`config.mk`:
```
export PLATFORM = sky130hd
export DESIGN_NAME = event_builder_top
export DESIGN_NICKNAME = d
export VERILOG_FILES = /design/src/logic/event_pkg.sv /design/src/logic/event_ifs.sv /design/src/logic/event_regs_apb.sv /design/src/logic/event_completion_tracker.sv /design/src/logic/link_accumulator.sv /design/src/logic/event_readout.sv /design/src/logic/event_builder_top.sv
export SDC_FILE = /design/constraint.sdc
export NUM_CORES = 2
export LEC_CHECK = 0
export ABC_AREA = 0
export BUFFER_PORTS_ARGS = -buffer_cell sky130_fd_sc_hd__buf_2
export CAP_MARGIN = 20
export CORE_ASPECT_RATIO = 1.4
export CORE_UTILIZATION = 45
export DETAILED_ROUTE_END_ITERATION = 16
export PLACE_DENSITY = 0.66
export SLEW_MARGIN = 5
export SYNTH_ARGS = -nofsm -noshare
export SYNTH_HDL_FRONTEND = slang
export SYNTH_MEMORY_MAX_BITS = 65536
export SYNTH_SLANG_ARGS = --single-unit
```
`constraint.sdc`:
```
create_clock -name aclk -period 7 [get_ports aclk]
set_input_delay 1.4 -clock aclk [delete_from_list [all_inputs] [get_ports aclk]]
set_output_delay 1.4 -clock aclk [all_outputs]
set_load 0.1 [all_outputs]
```
`src/logic/event_pkg.sv`:
```
package event_pkg;

    // link and output stream widths
    localparam int NUM_LINKS  = 4;
    localparam int LINK_IDX_W = $clog2(NUM_LINKS);
    localparam int LINK_W     = 32;
    localparam int QWORD_W    = 64;

    // per-link quadword buffer
    localparam int FIFO_DEPTH = 16;
    localparam int FIFO_AW    = 4;

    // register port
    localparam int APB_AW = 8;
    localparam int APB_DW = 32;

    // top 16 bits of every header quadword
    localparam logic [15:0] HDR_MAGIC = 16'hE7B1;

    // one bit per link, set means the link is masked off
    typedef logic [NUM_LINKS-1:0] link_mask_t;

    // register offsets
    // CTRL holds event_open in bit 0 and the link mask in bits 7:4
    typedef enum logic [APB_AW-1:0] {
        REG_CTRL     = 8'h00,
        REG_EV_COUNT = 8'h04,
        REG_QW_COUNT = 8'h08
    } reg_addr_e;

    // readout FSM
    typedef enum logic [1:0] {
        RD_IDLE,
        RD_HEADER,
        RD_LINK,
        RD_NEXT
    } readout_state_e;

endpackage

```
`src/logic/event_ifs.sv`:
```
`timescale 1ns/1ns

// 32-bit words from one readout link
interface link_word_if;

    logic [event_pkg::LINK_W-1:0] tdata;
    logic                         tvalid;
    logic                         tready;
    logic                         tlast;

    modport src (
        output tdata,
        output tvalid,
        output tlast,
        input  tready
    );

    modport dst (
        input  tdata,
        input  tvalid,
        input  tlast,
        output tready
    );

endinterface

// packed quadwords from one link buffer
interface qword_if;

    logic [event_pkg::QWORD_W-1:0] tdata;
    logic                          tvalid;
    logic                          tready;
    logic                          tlast;

    modport src (
        output tdata,
        output tvalid,
        output tlast,
        input  tready
    );

    modport dst (
        input  tdata,
        input  tvalid,
        input  tlast,
        output tready
    );

endinterface

```
`src/logic/event_regs_apb.sv`:
```
`timescale 1ns/1ns

module event_regs_apb (
    input  logic                            aclk,
    input  logic                            arst_n_i,
    input  logic [event_pkg::APB_AW-1:0]    paddr_i,
    input  logic                            psel_i,
    input  logic                            penable_i,
    input  logic                            pwrite_i,
    input  logic [event_pkg::APB_DW-1:0]    pwdata_i,
    output logic [event_pkg::APB_DW-1:0]    prdata_o,
    output logic                            pready_o,
    output logic                            pslverr_o,
    output logic                            event_open_o,
    output event_pkg::link_mask_t           link_mask_o,
    input  logic                            ev_done_i,
    input  logic                            qw_done_i
);

    logic                         access;
    logic                         addr_known;
    logic                         addr_ro;
    logic                         event_open_q;
    event_pkg::link_mask_t        link_mask_q;
    logic [event_pkg::APB_DW-1:0] ev_count_q;
    logic [event_pkg::APB_DW-1:0] qw_count_q;

    // zero wait states, the access phase always completes
    assign access   = psel_i && penable_i;
    assign pready_o = 1'b1;

    always_comb begin
        addr_known = 1'b1;
        addr_ro    = 1'b0;
        prdata_o   = '0;
        case (paddr_i)
            event_pkg::REG_CTRL: begin
                prdata_o = event_pkg::APB_DW'({link_mask_q, 3'b000, event_open_q});
            end
            event_pkg::REG_EV_COUNT: begin
                prdata_o = ev_count_q;
                addr_ro  = 1'b1;
            end
            event_pkg::REG_QW_COUNT: begin
                prdata_o = qw_count_q;
                addr_ro  = 1'b1;
            end
            default: addr_known = 1'b0;
        endcase
    end

    assign pslverr_o = access && (!addr_known || (pwrite_i && addr_ro));

    always_ff @(posedge aclk or negedge arst_n_i) begin
        if (!arst_n_i) begin
            event_open_q <= 1'b0;
            link_mask_q  <= '0;
            ev_count_q   <= '0;
            qw_count_q   <= '0;
        end else begin
            if (access && pwrite_i && paddr_i == event_pkg::REG_CTRL) begin
                event_open_q <= pwdata_i[0];
                link_mask_q  <= pwdata_i[7:4];
            end
            if (ev_done_i)
                ev_count_q <= ev_count_q + 1'b1;
            // headers count as quadwords too
            if (qw_done_i)
                qw_count_q <= qw_count_q + 1'b1;
        end
    end

    assign event_open_o = event_open_q;
    assign link_mask_o  = link_mask_q;

endmodule

```
`src/logic/event_completion_tracker.sv`:
```
`timescale 1ns/1ns

module event_completion_tracker (
    input  logic                                                  aclk,
    input  logic                                                  arst_n_i,
    input  logic [event_pkg::NUM_LINKS-1:0][event_pkg::LINK_W-1:0] link_tdata_i,
    input  logic [event_pkg::NUM_LINKS-1:0]                       link_tvalid_i,
    input  logic [event_pkg::NUM_LINKS-1:0]                       link_tlast_i,
    output logic [event_pkg::NUM_LINKS-1:0]                       link_tready_o,
    input  logic                                                  event_open_i,
    input  event_pkg::link_mask_t                                 link_mask_i,
    link_word_if.src                                              link_o [event_pkg::NUM_LINKS],
    output logic                                                  complete_o,
    input  logic                                                  start_i
);

    event_pkg::link_mask_t seen_q;
    event_pkg::link_mask_t last_xfer;

    for (genvar g = 0; g < event_pkg::NUM_LINKS; g++) begin : g_link
        logic active;

        assign active = event_open_i && !link_mask_i[g];

        // data passes straight through, only the handshake is gated
        assign link_o[g].tdata  = link_tdata_i[g];
        assign link_o[g].tlast  = link_tlast_i[g];
        assign link_o[g].tvalid = link_tvalid_i[g] && active && !seen_q[g];

        // closed or masked links swallow their words
        assign link_tready_o[g] = active ? (link_o[g].tready && !seen_q[g]) : 1'b1;

        assign last_xfer[g] = link_o[g].tvalid && link_o[g].tready && link_tlast_i[g];
    end

    // a link that has finished is held off until the readout takes the event
    always_ff @(posedge aclk or negedge arst_n_i) begin
        if (!arst_n_i)
            seen_q <= '0;
        else
            seen_q <= (seen_q & ~{event_pkg::NUM_LINKS{start_i}}) | last_xfer;
    end

    // all links masked means there is never anything to build
    assign complete_o = (&(seen_q | link_mask_i)) && !(&link_mask_i);

endmodule

```
`src/logic/link_accumulator.sv`:
```
`timescale 1ns/1ns

module link_accumulator (
    input  logic     aclk,
    input  logic     arst_n_i,
    link_word_if.dst link_i,
    qword_if.src     qword_o
);

    // each entry is the quadword with its tlast bit on top
    logic [event_pkg::QWORD_W:0]   mem [event_pkg::FIFO_DEPTH];
    logic [event_pkg::FIFO_AW-1:0] wr_ptr_q;
    logic [event_pkg::FIFO_AW-1:0] rd_ptr_q;
    logic [event_pkg::FIFO_AW:0]   count_q;
    logic [event_pkg::LINK_W-1:0]  half_q;
    logic                          half_vld_q;
    logic                          full;
    logic                          word_xfer;
    logic                          push;
    logic                          pop;
    logic [event_pkg::QWORD_W:0]   push_entry;

    assign full          = count_q == (event_pkg::FIFO_AW + 1)'(event_pkg::FIFO_DEPTH);
    assign link_i.tready = !full;
    assign word_xfer     = link_i.tvalid && link_i.tready;

    // a quadword is complete on the second word of a pair or on a lone last word
    assign push = word_xfer && (half_vld_q || link_i.tlast);

    always_comb begin
        if (half_vld_q)
            push_entry = {link_i.tlast, link_i.tdata, half_q};
        else
            push_entry = {link_i.tlast, {event_pkg::LINK_W{1'b0}}, link_i.tdata};
    end

    always_ff @(posedge aclk or negedge arst_n_i) begin
        if (!arst_n_i)
            half_vld_q <= 1'b0;
        else if (word_xfer)
            half_vld_q <= !half_vld_q && !link_i.tlast;
    end

    // low half waits here for its partner
    always_ff @(posedge aclk) begin
        if (word_xfer && !half_vld_q)
            half_q <= link_i.tdata;
    end

    always_ff @(posedge aclk) begin
        if (push)
            mem[wr_ptr_q] <= push_entry;
    end

    assign qword_o.tdata  = mem[rd_ptr_q][event_pkg::QWORD_W-1:0];
    assign qword_o.tlast  = mem[rd_ptr_q][event_pkg::QWORD_W];
    assign qword_o.tvalid = count_q != '0;
    assign pop            = qword_o.tvalid && qword_o.tready;

    // pointers wrap on their own since the depth is a power of two
    always_ff @(posedge aclk or negedge arst_n_i) begin
        if (!arst_n_i) begin
            wr_ptr_q <= '0;
            rd_ptr_q <= '0;
            count_q  <= '0;
        end else begin
            if (push)
                wr_ptr_q <= wr_ptr_q + 1'b1;
            if (pop)
                rd_ptr_q <= rd_ptr_q + 1'b1;
            if (push && !pop)
                count_q <= count_q + 1'b1;
            else if (pop && !push)
                count_q <= count_q - 1'b1;
        end
    end

endmodule

```
`src/logic/event_readout.sv`:
```
`timescale 1ns/1ns

module event_readout (
    input  logic                          aclk,
    input  logic                          arst_n_i,
    qword_if.dst                          link_i [event_pkg::NUM_LINKS],
    input  event_pkg::link_mask_t         link_mask_i,
    input  logic                          complete_i,
    output logic                          start_o,
    output logic [event_pkg::QWORD_W-1:0] ev_tdata_o,
    output logic                          ev_tvalid_o,
    output logic                          ev_tlast_o,
    input  logic                          ev_tready_i,
    output logic                          ev_done_o,
    output logic                          qw_done_o
);

    event_pkg::readout_state_e                              state_q;
    logic [event_pkg::LINK_IDX_W-1:0]                       cur_q;
    logic [event_pkg::LINK_IDX_W-1:0]                       first_link;
    logic [event_pkg::LINK_IDX_W-1:0]                       out_link;
    event_pkg::link_mask_t                                  todo_q;
    event_pkg::link_mask_t                                  mask_q;
    logic [31:0]                                            ev_num_q;
    logic [event_pkg::NUM_LINKS-1:0][event_pkg::QWORD_W-1:0] q_data;
    event_pkg::link_mask_t                                  q_valid;
    event_pkg::link_mask_t                                  q_last;
    logic                                                   in_link;
    logic                                                   is_last;
    logic                                                   ev_xfer;
    logic [event_pkg::QWORD_W-1:0]                          header;

    // lowest link still waiting to be read out
    always_comb begin
        first_link = '0;
        for (int i = event_pkg::NUM_LINKS - 1; i >= 0; i--) begin
            if (todo_q[i])
                first_link = event_pkg::LINK_IDX_W'(i);
        end
    end

    // RD_NEXT forwards the first quadword of the new link directly
    assign in_link  = state_q == event_pkg::RD_LINK || state_q == event_pkg::RD_NEXT;
    assign out_link = (state_q == event_pkg::RD_NEXT) ? first_link : cur_q;
    assign is_last  = (state_q == event_pkg::RD_NEXT) ?
                      (todo_q & ~(event_pkg::link_mask_t'(1) << first_link)) == '0 :
                      todo_q == '0;

    for (genvar g = 0; g < event_pkg::NUM_LINKS; g++) begin : g_link
        assign q_data[g]       = link_i[g].tdata;
        assign q_valid[g]      = link_i[g].tvalid;
        assign q_last[g]       = link_i[g].tlast;
        assign link_i[g].tready = in_link && ev_tready_i &&
                                  out_link == event_pkg::LINK_IDX_W'(g);
    end

    assign header = {event_pkg::HDR_MAGIC, mask_q, 12'h000, ev_num_q};

    always_comb begin
        ev_tdata_o  = header;
        ev_tvalid_o = 1'b0;
        ev_tlast_o  = 1'b0;
        if (state_q == event_pkg::RD_HEADER) begin
            ev_tvalid_o = 1'b1;
        end else if (in_link) begin
            ev_tdata_o  = q_data[out_link];
            ev_tvalid_o = q_valid[out_link];
            ev_tlast_o  = q_last[out_link] && is_last;
        end
    end

    assign ev_xfer   = ev_tvalid_o && ev_tready_i;
    assign qw_done_o = ev_xfer;
    assign ev_done_o = ev_xfer && ev_tlast_o;
    assign start_o   = state_q == event_pkg::RD_IDLE && complete_i;

    always_ff @(posedge aclk or negedge arst_n_i) begin
        if (!arst_n_i) begin
            state_q <= event_pkg::RD_IDLE;
            cur_q   <= '0;
            todo_q  <= '0;
            mask_q  <= '0;
        end else begin
            case (state_q)
                event_pkg::RD_IDLE: begin
                    if (start_o) begin
                        mask_q  <= link_mask_i;
                        todo_q  <= ~link_mask_i;
                        state_q <= event_pkg::RD_HEADER;
                    end
                end
                event_pkg::RD_HEADER: begin
                    if (ev_xfer)
                        state_q <= event_pkg::RD_NEXT;
                end
                event_pkg::RD_NEXT: begin
                    if (ev_xfer) begin
                        cur_q              <= first_link;
                        todo_q[first_link] <= 1'b0;
                        if (!q_last[first_link])
                            state_q <= event_pkg::RD_LINK;
                        else if (is_last)
                            state_q <= event_pkg::RD_IDLE;
                    end
                end
                event_pkg::RD_LINK: begin
                    if (ev_xfer && q_last[cur_q])
                        state_q <= is_last ? event_pkg::RD_IDLE : event_pkg::RD_NEXT;
                end
                default: state_q <= event_pkg::RD_IDLE;
            endcase
        end
    end

    // event number goes into the next header
    always_ff @(posedge aclk or negedge arst_n_i) begin
        if (!arst_n_i)
            ev_num_q <= '0;
        else if (ev_done_o)
            ev_num_q <= ev_num_q + 1'b1;
    end

endmodule

```
`src/logic/event_builder_top.sv`:
```
`timescale 1ns/1ns

module event_builder_top (
    input  logic                                                  aclk,
    input  logic                                                  arst_n_i,
    input  logic [event_pkg::NUM_LINKS-1:0][event_pkg::LINK_W-1:0] link_tdata_i,
    input  logic [event_pkg::NUM_LINKS-1:0]                       link_tvalid_i,
    input  logic [event_pkg::NUM_LINKS-1:0]                       link_tlast_i,
    output logic [event_pkg::NUM_LINKS-1:0]                       link_tready_o,
    output logic [event_pkg::QWORD_W-1:0]                         ev_tdata_o,
    output logic                                                  ev_tvalid_o,
    output logic                                                  ev_tlast_o,
    input  logic                                                  ev_tready_i,
    input  logic [event_pkg::APB_AW-1:0]                          paddr_i,
    input  logic                                                  psel_i,
    input  logic                                                  penable_i,
    input  logic                                                  pwrite_i,
    input  logic [event_pkg::APB_DW-1:0]                          pwdata_i,
    output logic [event_pkg::APB_DW-1:0]                          prdata_o,
    output logic                                                  pready_o,
    output logic                                                  pslverr_o
);

    logic                  event_open;
    event_pkg::link_mask_t link_mask;
    logic                  complete;
    logic                  start;
    logic                  ev_done;
    logic                  qw_done;

    // gated link words into the accumulators, packed quadwords out
    link_word_if link_w [event_pkg::NUM_LINKS] ();
    qword_if     link_qw [event_pkg::NUM_LINKS] ();

    event_regs_apb i_regs (
        .aclk         (aclk),
        .arst_n_i     (arst_n_i),
        .paddr_i      (paddr_i),
        .psel_i       (psel_i),
        .penable_i    (penable_i),
        .pwrite_i     (pwrite_i),
        .pwdata_i     (pwdata_i),
        .prdata_o     (prdata_o),
        .pready_o     (pready_o),
        .pslverr_o    (pslverr_o),
        .event_open_o (event_open),
        .link_mask_o  (link_mask),
        .ev_done_i    (ev_done),
        .qw_done_i    (qw_done)
    );

    event_completion_tracker i_tracker (
        .aclk          (aclk),
        .arst_n_i      (arst_n_i),
        .link_tdata_i  (link_tdata_i),
        .link_tvalid_i (link_tvalid_i),
        .link_tlast_i  (link_tlast_i),
        .link_tready_o (link_tready_o),
        .event_open_i  (event_open),
        .link_mask_i   (link_mask),
        .link_o        (link_w),
        .complete_o    (complete),
        .start_i       (start)
    );

    for (genvar g = 0; g < event_pkg::NUM_LINKS; g++) begin : g_acc
        link_accumulator i_acc (
            .aclk     (aclk),
            .arst_n_i (arst_n_i),
            .link_i   (link_w[g]),
            .qword_o  (link_qw[g])
        );
    end

    event_readout i_readout (
        .aclk        (aclk),
        .arst_n_i    (arst_n_i),
        .link_i      (link_qw),
        .link_mask_i (link_mask),
        .complete_i  (complete),
        .start_o     (start),
        .ev_tdata_o  (ev_tdata_o),
        .ev_tvalid_o (ev_tvalid_o),
        .ev_tlast_o  (ev_tlast_o),
        .ev_tready_i (ev_tready_i),
        .ev_done_o   (ev_done),
        .qw_done_o   (qw_done)
    );

endmodule

```
==> summary.md <==
| Metric | Value |
|---|---|
| TritonCTS clock tree | `yes` |
| Finished Core Util | `51.0%` |
| Period utilization | `101%` |
| Initial antenna violation count | `68` |
| Sequential fraction of the synthesis area | `76.6%` |
| Largest buffer count on any clock path | `4` |
| Clk pin slew, worst setup/hold paths | `0.07 ns` |
| I/O pin cnt | `286` |
| WL/cell | `between 30 and 40 µm` |
| Cts bufs inserted | `404` |
| Core area | `384000 µm²` |
| GRT Overall Usage | `23.2%` |
| Post-synthesis mux area share | `17.9%` |
| Crit-path max FO | `47` |
| Final #Nets | `8449` |
| Relative slew slack | `about 22%` |
| Hold WS | `0.477 ns` |
| Vias in the first global route | `84.8k` |
| DRT Wirelength | `approximately 450000 µm` |
| Ys flop type | `edfxtp_1` |
| Rows | `roughly 270` |
| Worst path bufs/invs | `3` |
| Compound-gate portion of the synthesized area | `0.678%` |
| Final std cells w/o fill | `roughly 14k` |
| Worst slew pin tran | `1.14 ns` |
| Leak pwr | `56.8 nW` |
| Die width | `527 µm` |
| Final non-filler cell area | `approximately 200000 µm²` |
| Cells after Synth | `about 7.7k` |
| Syn Std Cell Area | `174000 µm²` |
| Total gr overflow | `0` |
| Dpl hpwl | `around 270000 µm` |
| Setup WS post-layout | `-0.0390 ns` |
| Tot Pwr | `51.5 mW` |
| CP arrival | `5.64 ns` |
| 1st-pass router iterations | `8` |
| Post-Synth Simple-Gate Area | `2.70%` |
| Failing checks | `setup timing` |
| Total vias in the final route | `83.0k` |
| Critical path class | `register to primary output` |
| IO buf count | `257` |
| Htree depth | `5` |
| Hold-fix buffers, CTS | `0` |
| Die area | `389000 µm²` |
| Post-DP Area | `183000 µm²` |
| Worst hold path type | `register to register` |
| Flops & latches, synth | `~4.5k` |
| Die span in y | `about 740 µm` |
| CP peak stage delay | `0.84 ns` |
| Asr flop ratio synth | `3.88%` |
| Synthesis-to-layout area growth | `12.7%` |
| Number of synthesized flops with an enable pin | `4288` |
| Layout cells sized above 1 | `30.5%` |
| First-pass GRT wire length | `636000 µm` |
| Startpoint types | `register` |
| Peak supply drop | `about 0.00024 V` |
| Routability Congestion | `approximately 0.89` |
| Post-synthesis adder-cell area fraction | `0.373%` |
| Worst-skew pair later-pin latency | `0.97 ns` |
| Largest net degree at the start of global routing | `around 110` |
| Cell family with most CP delay | `compound AO/OA/AOI/OAI gates` |
| Crit path cell chain | `ha_1 -> buf_4 -> a311o_2 -> buf_12 -> nand2_1 -> nand3_1 -> nand2_1 -> o21ai_0 -> buf_2` |
| Final min period | `7.04 ns` |
| Post-Synth XOR/XNOR Area | `0.690%` |
| Cell Pwr Density | `263 nW/µm²` |
| Drt initial violations | `9422` |
| Most common cell after layout, fill and taps aside | `edfxtp_1` |
| Largest family of logic cells by synthesized area | `multiplexers` |
| Drt via density | `just over 6` |
| DP Cell Count | `13.0k` |
| CTS sink count | `4461` |
| Post-route ant nets | `0` |
| CP most frequent cell | `nand2_1` |
| Clock root buffer | `clkbuf_16` |
| Dpl ws | `1.20 ns` |
| Most frequent cells in the layout | `4288 x edfxtp_1, 1291 x mux4_2, 411 x clkbuf_16` |
| Fin. Hold Viols | `0` |
| Synth cell types | `74` |
| Fmax | `0.142 GHz` |
| Final max-slew violation count | `0` |
| Endpoint class of the critical path | `primary output` |
| Avg Synthesized Cell Area | `around 22 µm²` |
| Max-Cap Viols | `0` |
| Setup violators final | `1` |
| Initial cell density of the core | `45.3%` |
| Slowest stage cell, crit path | `a311o_2` |
| Syn nets | `7956` |
| Setup TNS | `-0.0390 ns` |
| Status | `complete, but fails checks` |
| Final Skew | `0.0883 ns` |
| Critical path required time | `~5.6 ns` |
| DR DRC count | `0` |
| Yosys warning count | `0` |
[kinds of logic after synthesis]
| logic type | after synthesis |
|---|---|
| other cells | 1 |
| compound gates | 170 |
| flops | 4461 |
| simple gates | 969 |
| mux | 1478 |
| buf+inv | 461 |
| xor+xnor | 137 |
| fa+ha+maj | 50 |
[area by class of cell]
type                    instances  area, µm²
multi-input cells            2805      39400
inverters                      54        203
flip-flops and latches       4461     133000
diodes                         23       57.6
well taps                    5149       6440
clock inverters               215       1940
clock buffers                 508      10700
fillers                     29700     188000
repair buffers                494       3950
[what timing repair did]
item,in CTS,in global routing
gates resized for setup,0,2
setup buffers,0,0
hold endpoints to repair,0,0
setup endpoints to repair,0,2
[per-layer routing]
metal	global-route usage, %	vias to the layer above	part of all wire [%]
li1	-	33300	-
met1	29.4	45300	37
met2	38.5	3658	50
met3	6.03	668	9.5
met4	8.65	32	4.0
met5	0	-	0.042
[worst paths after layout]
path	cells after the start	from	to	slack, ns
hold / removal	1	i_regs.qw_count_q[31]	i_regs.qw_count_q[31]	0.48
setup / recovery	9	i_readout.state_q[1]	ev_tdata_o[2]	-0.04
max in group asynchronous	2	arst_n_i	g_acc[2].i_acc.rd_ptr_q[1]	4.66
hold reg to reg	1	i_regs.qw_count_q[31]	i_regs.qw_count_q[31]	0.48
setup reg to reg	10	i_readout.state_q[1]	i_readout.ev_num_q[14]	1.65
min in group asynchronous	1	arst_n_i	i_regs.qw_count_q[24]	0.53
[registers in the layout, indices dropped and copies added (netlist names)]
| signal | count |
|---|---|
| g_acc.i_acc.half_vld_q | 4 |
| g_acc.i_acc.wr_ptr_q | 16 |
| i_readout.todo_q | 4 |
| g_acc.i_acc.rd_ptr_q | 16 |
| i_regs.ev_count_q | 32 |
| g_acc.i_acc.count_q | 20 |
| i_regs.qw_count_q | 32 |
| i_regs.event_open_o | 1 |
| i_readout.mask_q | 4 |
| i_regs.link_mask_o | 4 |
| i_readout.ev_num_q | 32 |
| g_acc.i_acc.mem | 4160 |
| i_readout.state_q | 2 |
| g_acc.i_acc.half_q | 128 |
| i_tracker.seen_q | 4 |
| i_readout.cur_q | 2 |
[report_power, final]
group          total, mW  internal [mW]  leakage [nW]  switching [mW]
combinational      0.635          0.133          12.5           0.502
clock               21.6           12.0          6.20            9.62
sequential          29.3           29.2          38.1          0.0282
[Yosys cell counts (4+ instances only)]
library cell	number	share of area (%)
buf_1	86	0.19
nand2b_1	9	0.032
nor4_1	22	0.079
mux2_2	149	0.97
nand2_1	403	0.87
mux2i_1	38	0.22
xor2_1	53	0.27
a211oi_1	19	0.082
xnor2_1	84	0.42
dfrtp_1	173	2.5
nor2b_1	17	0.061
clkbuf_1	242	0.52
and4_1	4	0.020
a21oi_1	19	0.055
o21ai_0	59	0.17
buf_4	5	0.022
fa_1	4	0.046
ha_1	43	0.31
inv_1	54	0.12
nand3_1	138	0.40
edfxtp_1	4288	74
nor3_1	34	0.098
o211ai_1	4	0.017
buf_2	71	0.20
mux4_2	1291	17
nor4_2	6	0.043
nor2_1	101	0.22
nand4_1	26	0.094
and3_1	31	0.11
a21o_1	9	0.039
and2_1	152	0.55
a22o_1	29	0.15
or3_1	4	0.014
a31oi_1	4	0.014
No activity file was read; power rests on OpenSTA's default activity.
